==> config.mk <==
export PLATFORM = sky130hd
export DESIGN_NAME = cfg_chain_top
export DESIGN_NICKNAME = d
export VERILOG_FILES = /design/src/design/cfg_chain_pkg.sv /design/src/design/cfg_bit_counter.sv /design/src/design/cfg_chain_top.sv /design/src/design/cfg_frame_builder.sv /design/src/design/cfg_send_fsm.sv /design/src/design/config_node.sv
export SDC_FILE = /design/constraint.sdc
export NUM_CORES = 1
export LEC_CHECK = 0
export BUFFER_PORTS_ARGS = -buffer_cell sky130_fd_sc_hd__buf_2
export CAP_MARGIN = 15
export CORE_ASPECT_RATIO = 0.6
export CORE_MARGIN = 2
export CORE_UTILIZATION = 48
export DETAILED_ROUTE_END_ITERATION = 6
export PLACE_DENSITY = 0.65
export SYNTH_ARGS = -nofsm -noshare
export SYNTH_HDL_FRONTEND = slang
export SYNTH_HIERARCHICAL = 1
export SYNTH_SLANG_ARGS = --single-unit
==> constraint.sdc <==
create_clock -name clk_i -period 2.35 [get_ports clk_i]
set_input_delay 0.235 -clock clk_i [delete_from_list [all_inputs] [get_ports clk_i]]
set_output_delay 0.235 -clock clk_i [all_outputs]
set_load 0.01 [all_outputs]
==> src/design/cfg_chain_pkg.sv <==
package cfg_chain_pkg;

  // widths of the node register and the frame fields
  localparam int cfg_data_bits = 16;
  localparam int cfg_frame_len = 8;  // a zero is inserted after this many data bits
  localparam int cfg_id_bits   = 8;
  localparam int cfg_len_bits  = 8;

  // data bits, one inserted zero per data group, and the closing zero
  localparam int cfg_packet_bits = cfg_data_bits + cfg_data_bits / cfg_frame_len + 1;

  // packet, id, length, the start bit and two framing zeros between the fields
  localparam int cfg_shift_bits = cfg_packet_bits + 1 + cfg_id_bits + 1 + cfg_len_bits + 1;

  // the length field counts every bit behind the start bit
  localparam logic [cfg_len_bits-1:0] cfg_frame_rest = cfg_len_bits'(cfg_shift_bits - 1);

  localparam int cfg_num_nodes = 3;  // node ids run from 0 upwards

  typedef logic [cfg_num_nodes-1:0][cfg_data_bits-1:0] cfg_data_array_t;

  // reset value of each node register, entry k belongs to node id k
  localparam cfg_data_array_t cfg_node_default = {16'hFFFF, 16'h1234, 16'h00A5};

  // sender FSM state encoding
  localparam logic [1:0] cfg_st_idle  = 2'd0;
  localparam logic [1:0] cfg_st_send  = 2'd1;
  localparam logic [1:0] cfg_st_guard = 2'd2;

  // the frame is shifted as a plain vector and filled or decoded through its fields
  typedef union packed {
    logic [cfg_shift_bits-1:0] raw;
    struct packed {
      logic [cfg_packet_bits-1:0] data_packet;  // highest bits, sent last
      logic                       frame_zero_hi;
      logic [cfg_id_bits-1:0]     id;
      logic                       frame_zero_lo;
      logic [cfg_len_bits-1:0]    length;
      logic                       start;        // a zero here opens the frame
    } fields;
  } cfg_frame_u;

endpackage

==> src/design/cfg_bit_counter.sv <==
`timescale 1ns/1ps

module cfg_bit_counter (
  input  logic                               clk_i,
  input  logic                               reset,
  input  logic                               load_i,
  input  logic [cfg_chain_pkg::cfg_len_bits-1:0] value_i,
  input  logic                               dec_i,
  output logic                               zero_o
);

  logic [cfg_chain_pkg::cfg_len_bits-1:0] count_r;

  // a load wins over a decrement, and the count never wraps below zero
  always_ff @(posedge clk_i) begin
    if (reset) begin
      count_r <= '0;
    end else if (load_i) begin
      count_r <= value_i;
    end else if (dec_i && !zero_o) begin
      count_r <= count_r - 1'b1;
    end
  end

  assign zero_o = (count_r == '0);

endmodule

==> src/design/cfg_chain_top.sv <==
`timescale 1ns/1ps

module cfg_chain_top (
  input  logic                                    clk_i,
  input  logic                                    reset,
  input  logic                                    write_i,
  input  logic [cfg_chain_pkg::cfg_id_bits-1:0]   write_id_i,
  input  logic [cfg_chain_pkg::cfg_data_bits-1:0] write_data_i,
  output logic                                    busy_o,
  output cfg_chain_pkg::cfg_data_array_t          node_data_o,
  output logic                                    chain_bit_o
);

  logic load;
  logic shift;
  logic line_bit;   // sender output into the first node
  logic node0_bit;
  logic node1_bit;

  cfg_send_fsm send_fsm0 (
    .clk_i  (clk_i),
    .reset  (reset),
    .write_i(write_i),
    .busy_o (busy_o),
    .load_o (load),
    .shift_o(shift)
  );

  cfg_frame_builder builder0 (
    .clk_i  (clk_i),
    .reset  (reset),
    .load_i (load),
    .shift_i(shift),
    .id_i   (write_id_i),
    .data_i (write_data_i),
    .bit_o  (line_bit)
  );

  // each node adds one frame length of delay along the line
  config_node #(.node_id_p(0)) node0 (
    .clk_i (clk_i),
    .reset (reset),
    .bit_i (line_bit),
    .data_o(node_data_o[0]),
    .bit_o (node0_bit)
  );

  config_node #(.node_id_p(1)) node1 (
    .clk_i (clk_i),
    .reset (reset),
    .bit_i (node0_bit),
    .data_o(node_data_o[1]),
    .bit_o (node1_bit)
  );

  config_node #(.node_id_p(2)) node2 (
    .clk_i (clk_i),
    .reset (reset),
    .bit_i (node1_bit),
    .data_o(node_data_o[2]),
    .bit_o (chain_bit_o)
  );

endmodule

==> src/design/cfg_frame_builder.sv <==
`timescale 1ns/1ps

module cfg_frame_builder (
  input  logic                                   clk_i,
  input  logic                                   reset,
  input  logic                                   load_i,
  input  logic                                   shift_i,
  input  logic [cfg_chain_pkg::cfg_id_bits-1:0]  id_i,
  input  logic [cfg_chain_pkg::cfg_data_bits-1:0] data_i,
  output logic                                   bit_o
);

  import cfg_chain_pkg::*;

  cfg_frame_u frame_n;
  cfg_frame_u frame_r;

  // assemble the frame through the field view
  always_comb begin
    frame_n.fields.start         = 1'b0;
    frame_n.fields.length        = cfg_frame_rest;
    frame_n.fields.frame_zero_lo = 1'b0;
    frame_n.fields.id            = id_i;
    frame_n.fields.frame_zero_hi = 1'b0;
    frame_n.fields.data_packet   = '0;  // framing zeros and the closing zero stay clear

    // each completed group of cfg_frame_len data bits pushes later bits up by one
    for (int i = 0; i < cfg_data_bits; i++) begin
      frame_n.fields.data_packet[i + i / cfg_frame_len] = data_i[i];
    end
  end

  // the idle line is all ones, so the register empties to ones as it shifts
  always_ff @(posedge clk_i) begin
    if (reset) begin
      frame_r.raw <= '1;
    end else if (load_i) begin
      frame_r <= frame_n;
    end else if (shift_i) begin
      frame_r.raw <= {1'b1, frame_r.raw[cfg_shift_bits-1:1]};
    end
  end

  assign bit_o = frame_r.raw[0];  // lsb first onto the chain

endmodule

==> src/design/cfg_send_fsm.sv <==
`timescale 1ns/1ps

module cfg_send_fsm (
  input  logic clk_i,
  input  logic reset,
  input  logic write_i,
  output logic busy_o,
  output logic load_o,
  output logic shift_o
);

  import cfg_chain_pkg::*;

  logic [1:0] state_r;
  logic [1:0] state_n;
  logic       count_zero;

  // counts the 37 bits that follow the start bit
  cfg_bit_counter bit_count0 (
    .clk_i  (clk_i),
    .reset  (reset),
    .load_i (load_o),
    .value_i(cfg_frame_rest),
    .dec_i  (shift_o),
    .zero_o (count_zero)
  );

  always_comb begin
    state_n = state_r;
    case (state_r)
      cfg_st_idle: begin
        if (write_i) begin
          state_n = cfg_st_send;
        end
      end
      cfg_st_send: begin
        // the last frame bit is on the line once the count is spent
        if (count_zero) begin
          state_n = cfg_st_guard;
        end
      end
      cfg_st_guard: state_n = cfg_st_idle;  // one cycle of ones between frames
      default:      state_n = cfg_st_idle;
    endcase
  end

  always_ff @(posedge clk_i) begin
    if (reset) begin
      state_r <= cfg_st_idle;
    end else begin
      state_r <= state_n;
    end
  end

  assign load_o  = (state_r == cfg_st_idle) && write_i;  // writes seen while busy are dropped
  assign shift_o = (state_r == cfg_st_send);
  assign busy_o  = (state_r != cfg_st_idle);

endmodule

==> src/design/config_node.sv <==
`timescale 1ns/1ps

module config_node #(
  parameter int node_id_p = 0
) (
  input  logic                                    clk_i,
  input  logic                                    reset,
  input  logic                                    bit_i,
  output logic [cfg_chain_pkg::cfg_data_bits-1:0] data_o,
  output logic                                    bit_o
);

  import cfg_chain_pkg::*;

  cfg_frame_u                window_r;
  logic                      count_zero;
  logic                      valid;
  logic                      match;
  logic [cfg_data_bits-1:0]  data_n;
  logic [cfg_data_bits-1:0]  data_r;

  // the line enters at the top, so frame bit 0 ends up at position 0
  always_ff @(posedge clk_i) begin
    if (reset) begin
      window_r.raw <= '1;
    end else begin
      window_r.raw <= {bit_i, window_r.raw[cfg_shift_bits-1:1]};
    end
  end

  // skips the rest of a frame so zeros in its body are not taken as a start
  cfg_bit_counter skip_count0 (
    .clk_i  (clk_i),
    .reset  (reset),
    .load_i (valid),
    .value_i(window_r.fields.length),
    .dec_i  (1'b1),
    .zero_o (count_zero)
  );

  assign valid = count_zero && !window_r.fields.start;
  assign match = (window_r.fields.id == cfg_id_bits'(node_id_p));

  // drop the inserted framing zeros from the packet
  always_comb begin
    for (int i = 0; i < cfg_data_bits; i++) begin
      data_n[i] = window_r.fields.data_packet[i + i / cfg_frame_len];
    end
  end

  always_ff @(posedge clk_i) begin
    if (reset) begin
      data_r <= cfg_node_default[node_id_p];
    end else if (valid && match) begin
      data_r <= data_n;
    end
  end

  assign data_o = data_r;
  assign bit_o  = window_r.raw[0];  // every frame passes on unchanged

endmodule

-- Word level (Yosys, flattened, before mapping)
Index checks and enable logic that the tools add are counted.
- input bits: 27
- flip-flop bits (word level): 234
- word-level logic and storage cells: 62
- output and inout bits: 50
- multiplexer cells: 13
- add/subtract/negate cells: 4
- reduce and logical (&&, ||, !) cells: 23
- equal/unequal tests: 8
- operators by type and width (kind ; number):
    $mux 38 ; 2
    $mux 8 ; 6
    $logic_not 8->1 ; 5
    $sub 8x1->8 const B ; 4
    $mux 6 ; 2
    $eq 8x1->1 const B ; 1
    $eq 8x2->1 const B ; 1
    $logic_and 1x1->1 ; 8
    $ne 2x2->1 const B ; 4
    $reduce_bool 2->1 ; 3
    $logic_not 1->1 ; 4
    $mux 2 ; 2
    $pmux 2 s2 ; 1
    $eq 2x1->1 const B ; 1
    $logic_not 2->1 ; 1
    $ne 2x1->1 const B ; 1
    $reduce_and 2->1 ; 1
    $reduce_or 2->1 ; 1

-- Logic depth before layout (Yosys ltp)
Gate-level depths: netlist of the first run.
- word-level depth: 5
- mapped depth: 9
- depth with buffers taken out: 8

-- By module
Netlist of the first run, hierarchy kept.
- by module, submodules not included (module ; cells an instance ; times used ; area an instance (sq um) ; sequential area each (sq um)):
    cfg_bit_counter ; 59 ; 4 ; 515.5 ; 160.2
    config_node at node1 ; 154 ; 1 ; 1742.9 ; 1081.0
    config_node at node0 ; 154 ; 1 ; 1735.4 ; 1081.0
    config_node at node2 ; 152 ; 1 ; 1666.6 ; 1081.0
    cfg_frame_builder ; 153 ; 1 ; 1632.8 ; 760.7
    cfg_send_fsm ; 13 ; 1 ; 111.4 ; 40.0

-- Least setup slack after synthesis of the first run
OpenSTA, ideal clock, no wires.
- path kind: register to register
- start: reg node2/skip_count0/count_r[2] (netlist bit)
- end: reg node2/skip_count0/count_r[1] (netlist bit)
- stages on the path, launching flop included: 8
- path slack: 0.205 ns
- buffers on the path: 1
- period minus slack after synthesis: 2.145 ns
- setup time: 0.134 ns
- arrival: 2.011 ns
- data required time: 2.216 ns
- cell sequence: dfxtp_1 > or4_4 > nor4_1 > and2b_1 > clkbuf_1 > clkinv_1 > nand4b_1 > o211ai_1
- cells in the longest elaborated chain, start to end: 3
- RTL lines (what ; RTL line ; source):
    start, declared ; cfg_bit_counter.sv:12 ; logic [cfg_chain_pkg::cfg_len_bits-1:0] count_r;
    start signal, assigned ; cfg_bit_counter.sv:19 ; count_r <= value_i;
    start signal, assigned ; cfg_bit_counter.sv:21 ; count_r <= count_r - 1'b1;
    $logic_not 8->1 * ; cfg_bit_counter.sv:25 ; assign zero_o = (count_r == '0);
    named net node2.count_zero ; config_node.sv:16 ; logic count_zero;
    $logic_and 1x1->1 * ; config_node.sv:41 ; assign valid = count_zero && !window_r.fields.start;
    named net node2.valid ; config_node.sv:17 ; logic valid;
    $ne 2x2->1 (no line) or $mux 8 (tied branches) ; n/a ;
Mark *: on every way through the listed nets, which the timed path passes. The rest lies on a longest branch.
A chain may end at the register's enable or synchronous reset.

-- Worst setup path in the final report of the first run
- start: reg node0/skip_count0/count_r[2] (netlist bit)
- end: reg node0/skip_count0/count_r[1] (netlist bit)
- cells in the longest elaborated chain, start to end: 3
- RTL lines (what ; RTL line):
    start, declared ; cfg_bit_counter.sv:12
    start signal, assigned ; cfg_bit_counter.sv:19
    start signal, assigned ; cfg_bit_counter.sv:21
    $logic_not 8->1 * ; cfg_bit_counter.sv:25
    named net node0.count_zero ; config_node.sv:16
    $logic_and 1x1->1 * ; config_node.sv:41
    named net node0.valid ; config_node.sv:17
    $ne 2x2->1 (no line) or $mux 8 (tied branches) ; n/a
Marked as above.

==> metrics, run 1 <==
status=complete, no violations; first-iteration detailed-routing DRC count=320; Global Route Usage Sum=between 10% and 20%; Syn Area/Cell=around 10 um2; Top Ports=between 70 and 80; max frequency=~0.47 GHz; area grow syn2layout=17.7%; Crit Path Class=flop to flop; Seq cells post-synth=approximately 230; R2R Path End=node0/skip_count0/count_r[1]; Final Hold Fails=0; vias per cell=roughly 4.7; Worst R2R Setup Slack=about 0.21 ns; clk sinks=~230; Reg clk slew, reported paths=about 0.06 ns; initial antenna violation count=0; Max H-tree Level=1; Syn Inst Count=between 800 and 900; biggest area consumer among synthesized cells=dfxtp_1; reg2reg start=node0/skip_count0/count_r[2]; Final HPWL DP=about 10 mm; CTS Buf Count=22; largest net degree at the start of global routing=98; ant diodes=0; worst skew pair latency=a little under 0.5 ns; Clock Path Buffers=3; worst hold-check path type=primary input to flop; I/O Buffers=76; Slew Limit Headroom=53.5%; Register-to-Register Path Depth=6; Layout Skew=0.00703 ns; total die area=about 20000 um2; Routed WL=15.9 mm; predominant post-synthesis flop cell=dfxtp_1; crit-path max FO=9; # DRC=0; PwrDens=928 nW/um2; Worst setup EP type=flop; share of cells above drive strength 1=approximately 23%; most common cell in the netlist=dfxtp_1; final core utilization=just under 60%; Die X-Extent=180 um; area of the core=~18000 um2; routed len/inst=about 13 um; first-pass GRT wire length=27.1 mm; ANT nets after route=0; Crit. Startpoint=node0/skip_count0/count_r[2]; Mapped Area=between 8000 and 9000 um2; chip height=110 um; top cell type's share of synthesized area=a little over half; Vias=5800; Hold Path Sink=builder0/frame_r[15]; Worst Hold Launch=write_id_i[5]; Initial Utilization=between 40% and 50%; WP data required=roughly 2.7 ns; ranking of synthesized cells by area=dfxtp_1, mux2i_1, or2_2; Post-synth EDFFs=0; total grt overflow=0; final weighted congestion of routability-driven global placement=roughly 0.73; slew at the pin with the worst max-slew slack=approximately 0.70 ns; layout net count=a little over 1000; kind of start point of the critical path=flop; post-synth cell types=49; top cells by count, synth=dfxtp_1, mux2i_1, nor2_1; WP data arrival=2.49 ns; fin crit period=around 2.1 ns; number of detailed-route iterations in the first pass=4; unrepaired setup endpoints after global routing=false; clk root buf=clkbuf_16; Setup TNS=0 ns; dpl ws=between 0.2 and 0.25 ns; period utilisation layout=around nine tenths; YS warnings=6; LEAKAGE=about 0.004 uW; Async SR Flop Fraction=0%; worst setup margin=between 0.2 and 0.25 ns; total setup buffers inserted after CTS=0; hold path depth=3; Final Slew Violations=0; Max-cap violations=0; Final setup viols=0; FP Rows=38; Hold Slack=about 0.012 ns; number of global-route vias before repair=about 5300; Max VDD drop=~0.44 mV; CTS tree=built; Seq/Total Area, Yosys=~52%
## final cells by class
class	count	area [um2]
Clock inverter	4	22.5
Tap cell	240	300
Multi-Input combinational cell	553	3900
Timing Repair Buffer	116	777
Sequential cell	234	4680
Fill cell	1584	7620
Inverter	46	173
Clock buffer	35	681
## where the power goes
part           internal, uW  switching [uW]  total, uW  leakage [uW]
Clock                  1980            1420       3400      0.000346
Combinational           967             928       1890       0.00181
Sequential             4230             256       4480       0.00190
Total                  7170            2600       9780       0.00406
## worst max path at each step
stage | end | cells after the start
after floorplan | node2/skip_count0/count_r[1] | 7
after global placement | node2/skip_count0/count_r[0] | 7
after detailed placement | node2/skip_count0/count_r[0] | 7
after CTS | node1/skip_count0/count_r[1] | 6
after global routing | node0/skip_count0/count_r[1] | 6
final | node0/skip_count0/count_r[1] | 6
## repair_timing
action | in CTS | in global routing
hold buffers | 21 | 0
endpoints found under the setup margin | 0 | 1
hold endpoints to repair | 21 | 0
resized for setup | 0 | 2
## registers in the layout, indices dropped and copies added, names as in the netlist
| name | cells |
|---|---|
| builder0/frame_r | 38 |
| node0/data_o | 16 |
| node0/skip_count0/count_r | 8 |
| node0/window_r | 38 |
| node1/data_o | 16 |
| node1/skip_count0/count_r | 8 |
| node1/window_r | 38 |
| node2/data_o | 16 |
| node2/skip_count0/count_r | 8 |
| node2/window_r | 38 |
| send_fsm0/bit_count0/count_r | 8 |
| send_fsm0/state_r | 2 |
## per-stage QoR
| step | area [um2] | total power (uW) | instances |
|---|---|---|---|
| finish | 10500 | 9780 | 1228 |
| global route | 10500 | 10300 | 1228 |
| CTS | 10500 | 9880 | 1228 |
| detailed placement | 9620 | 6410 | 1168 |
| global placement | 9620 | 6400 | 1168 |
| floorplan | 9020 | 6060 | 880 |
## routing by layer
metal  wire (um)  vias up  share of wire (%)  track usage (%)
li1            -     3100                  -                -
met1        9100     2606                 57             26.4
met2        5840       66                 37             21.3
met3         618       28                3.9             3.48
met4         335        0                2.1             4.49
met5           0        -                  0                0
## cells by family (layout without fill, tap and decap cells)
| logic type | after synthesis | in the layout | synth area share [%] |
|---|---|---|---|
| adders and majority gates | 8 | 8 | 1.12 |
| buffers and inverters | 93 | 201 | 4.96 |
| and+or+nand+nor | 321 | 321 | 22.1 |
| other | 5 | 23 | 0.210 |
| xor gates and xnor gates | 12 | 12 | 1.17 |
| DFF | 234 | 234 | 52.3 |
| muxes | 89 | 89 | 9.95 |
| AOI/OAI and AO/OA | 100 | 100 | 8.11 |
## placed cells by master, fill, tap and decap left out, types with 5 or more instances in the layout
cell | Yosys | final
dfxtp_1 | 234 | 234
mux2i_1 | 89 | 89
nor2_1 | 75 | 75
buf_2 | 5 | 75
or2_2 | 52 | 52
nand2b_1 | 47 | 47
a21oi_1 | 44 | 44
inv_1 | 42 | 42
or2_1 | 38 | 38
nor3b_1 | 36 | 36
clkbuf_16 | 0 | 23
conb_1 | 5 | 23
dlygate4sd3_1 | 0 | 21
buf_4 | 2 | 16
nand2_1 | 12 | 12
xnor2_1 | 12 | 12
o21ai_0 | 12 | 12
o21bai_1 | 11 | 11
or4_2 | 8 | 8
or4_1 | 8 | 8
a311oi_1 | 8 | 8
or3_2 | 8 | 8
ha_1 | 8 | 8
clkbuf_1 | 28 | 6
clkbuf_8 | 0 | 6
nor4_1 | 6 | 6
a211oi_2 | 5 | 5
nor3_1 | 5 | 5
## critical path, cell delays in order (launching register included)
cell      delay [ns]
dfxtp_1         0.37
or4_4           0.60
nor4_1          0.17
nor2b_1         0.28
clkinv_1        0.30
nand4b_1        0.19
o211ai_1        0.09
No activity file was read; power rests on OpenSTA's default activity.
==> inputs of run 2 (changes only) <==
GPL_TIMING_DRIVEN = 0   (was unset)
==> metrics, run 2 (synthesis gave the netlist of run 1 again) <==
status=complete, no violations; first-pass GRT wire length=27.9 mm (+3.0%); kind of start point of the critical path=flop; clk sinks=234 (unchanged); first-iteration detailed-routing DRC count=333 (+4.1%); slowest CP cell=or4_4; # DRC=0 (unchanged); Final Hold Fails=0 (unchanged); WP data arrival=2.59 ns (+0.10 ns); most frequent cells in the layout=dfxtp_1, mux2i_1, buf_2, nor2_1, or2_2; Clock Path Buffers=3 (unchanged); layout net count=1035 (+2.7%); crit-path cells=or4_4 > nor4_1 > nor2b_2 > clkbuf_2 > clkinv_2 > nand4b_1 > o211ai_1; fin crit period=2.23 ns (+0.0900 ns); routed len/inst=13.3 um (+2.8%); Global Route Usage Sum=17.0% (+0.65 points); Hold Slack=0.0188 ns (+0.00650 ns); Vias=5918 (+2.0%); Final Slew Violations=0 (unchanged); Post-DP Area=9700 um2 (+0.81%); dpl ws=-0.223 ns (-0.430 ns); hold path depth=3 (unchanged); FP Rows=38 (unchanged); LEAKAGE=0.00407 uW (+0.29%); Die X-Extent=180 um (unchanged); vias per cell=4.73 (+0.16%); Max-cap violations=0 (unchanged); Worst Hold Launch=write_data_i[15]; clk root buf=clkbuf_16; Top Ports=77 (unchanged); Largest delay share family, worst path=simple AND/OR/NAND/NOR gates; worst skew pair latency=0.50 ns (about the same); max incr delay on CP=0.60 ns (about the same); final weighted congestion of routability-driven global placement=0.787 (+7.4%); initial antenna violation count=0 (unchanged); crit-path max FO=10 (+1); CTS tree=built; Register-to-Register Path Depth=7 (+1); Crit Path Class=flop to flop; Multi-input gate area=3900 um2 (about the same); worst hold-check path type=primary input to flop; Final Cell Area=10600 um2 (+0.55%); commonest non-fill, non-tap cell in the layout=dfxtp_1; worst setup margin=0.121 ns (-0.0900 ns); Worst setup EP type=flop; Reg clk slew, reported paths=0.06 ns (about the same); FILL cells=1572 (-0.76%); PwrDens=920 nW/um2 (-0.85%); Initial Utilization=49.3% (unchanged); chip height=110 um (unchanged); Max H-tree Level=1 (unchanged); area grow syn2layout=18.4%; max frequency=0.449 GHz (-4.0%); I/O Buffers=76 (unchanged); Worst R2R Setup Slack=0.12 ns (-0.09 ns); WP data required=2.71 ns (about the same); CTS Buf Count=21 (-4.5%); Hold Path Sink=builder0/frame_r[35]; R2R Path End=node1/skip_count0/count_r[1]; ant diodes=0 (unchanged); share of cells above drive strength 1=22.3% (-0.42 points); Layout Skew=0.0130 ns (+0.00593 ns); number of global-route vias before repair=5531 (+4.5%); ANT nets after route=0 (unchanged); reg2reg start=node1/skip_count0/count_r[2]; Max VDD drop=0.464 mV (+4.7%); Slew Limit Headroom=63.1% (+9.6 points); largest net degree at the start of global routing=16 (-84%); area of the core=18200 um2 (unchanged); Final setup viols=0 (unchanged); Final HPWL DP=11.2 mm (+12%); total die area=19800 um2 (unchanged); total grt overflow=0 (unchanged); number of detailed-route iterations in the first pass=4 (unchanged); worst path bufs/invs=2 (+1); period utilisation layout=94.9% (+3.8 points); Routed WL=16.6 mm (+4.7%); Storage cell area=4680 um2 (unchanged); slew at the pin with the worst max-slew slack=0.552 ns (-0.146 ns)
[run 2: cell types whose count changed in the layout (fill, tap and decap cells not counted), moves of 2 or more]
cell       previous run  this run
clkbuf_1              6        28
buf_4                16         2
buf_2                75        82
buf_1                 0         4
buf_6                 1         5
clkbuf_16            23        21
clkinv_1              3         1
clkinv_2              3         5
nor2b_2               1         3
[run 2: timing repair]
action	CTS	global route
endpoints found under the hold margin	21	0
buffers inserted	0	0
setup endpoints to repair	15	19
cloned	0	0
gates resized for setup	6	7
hold buffers	21	0
[run 2: per-stage QoR]
step / cells / power [uW] / TNS (ns) / util (%)
floorplan: 880 / 6060 / 0 / -
CTS: 1251 / 9800 / 0 / 58.2
finish: 1251 / 9750 / 0 / 58.3
global route: 1251 / 10300 / -0.0767 / 58.3
detailed placement: 1196 / 6440 / -2.22 / 53.4
global placement: 1196 / 6440 / -2.55 / 53.4
[run 2: per-layer routing]
metal	vias up	global-route usage [%]	share of wire [%]
li1	3154	-	-
met2	77	22.1	35
met4	0	3.69	1.6
met3	21	3.18	3.5
met5	-	0	0
met1	2666	28.1	59
[run 2: how the worst max path moves through the flow]
stage / from / slack [ns] / cells after the start / endpoint
finish: node1/skip_count0/count_r[2] / 0.12 / 7 / node1/skip_count0/count_r[1]
global route: node1/skip_count0/count_r[2] / -0.04 / 6 / node1/skip_count0/count_r[6]
CTS: node0/skip_count0/count_r[2] / 0.02 / 7 / node0/skip_count0/count_r[1]
detailed placement: node0/skip_count0/count_r[2] / -0.22 / 7 / node0/skip_count0/count_r[1]
global placement: node0/skip_count0/count_r[2] / -0.22 / 7 / node0/skip_count0/count_r[1]
floorplan: node2/skip_count0/count_r[2] / 0.20 / 7 / node2/skip_count0/count_r[1]
[run 2: final cells by class]
type                            count  area share, %
Inverter                           46           1.69
Clock inverter                      5          0.508
Sequential cell                   234           44.2
Timing Repair Buffer               97           5.57
Clock buffer                       29           5.72
Tap cell                          240           2.83
Buffer                             47           2.62
Multi-Input combinational cell    553           36.8
[run 2: worst min-delay path, delay by kind of cell]
family                 cells  cell delay (ns)
AO/OA/AOI/OAI              1             0.12
buffers and inverters      1             0.08
AND/OR/NAND/NOR            1             0.04
[run 2: where the power goes]
group | switching, uW | total (uW) | internal [uW]
registers | 259 | 4480 | 4220
clock network | 1420 | 3320 | 1900
logic | 962 | 1940 | 982
total | 2640 | 9750 | 7110
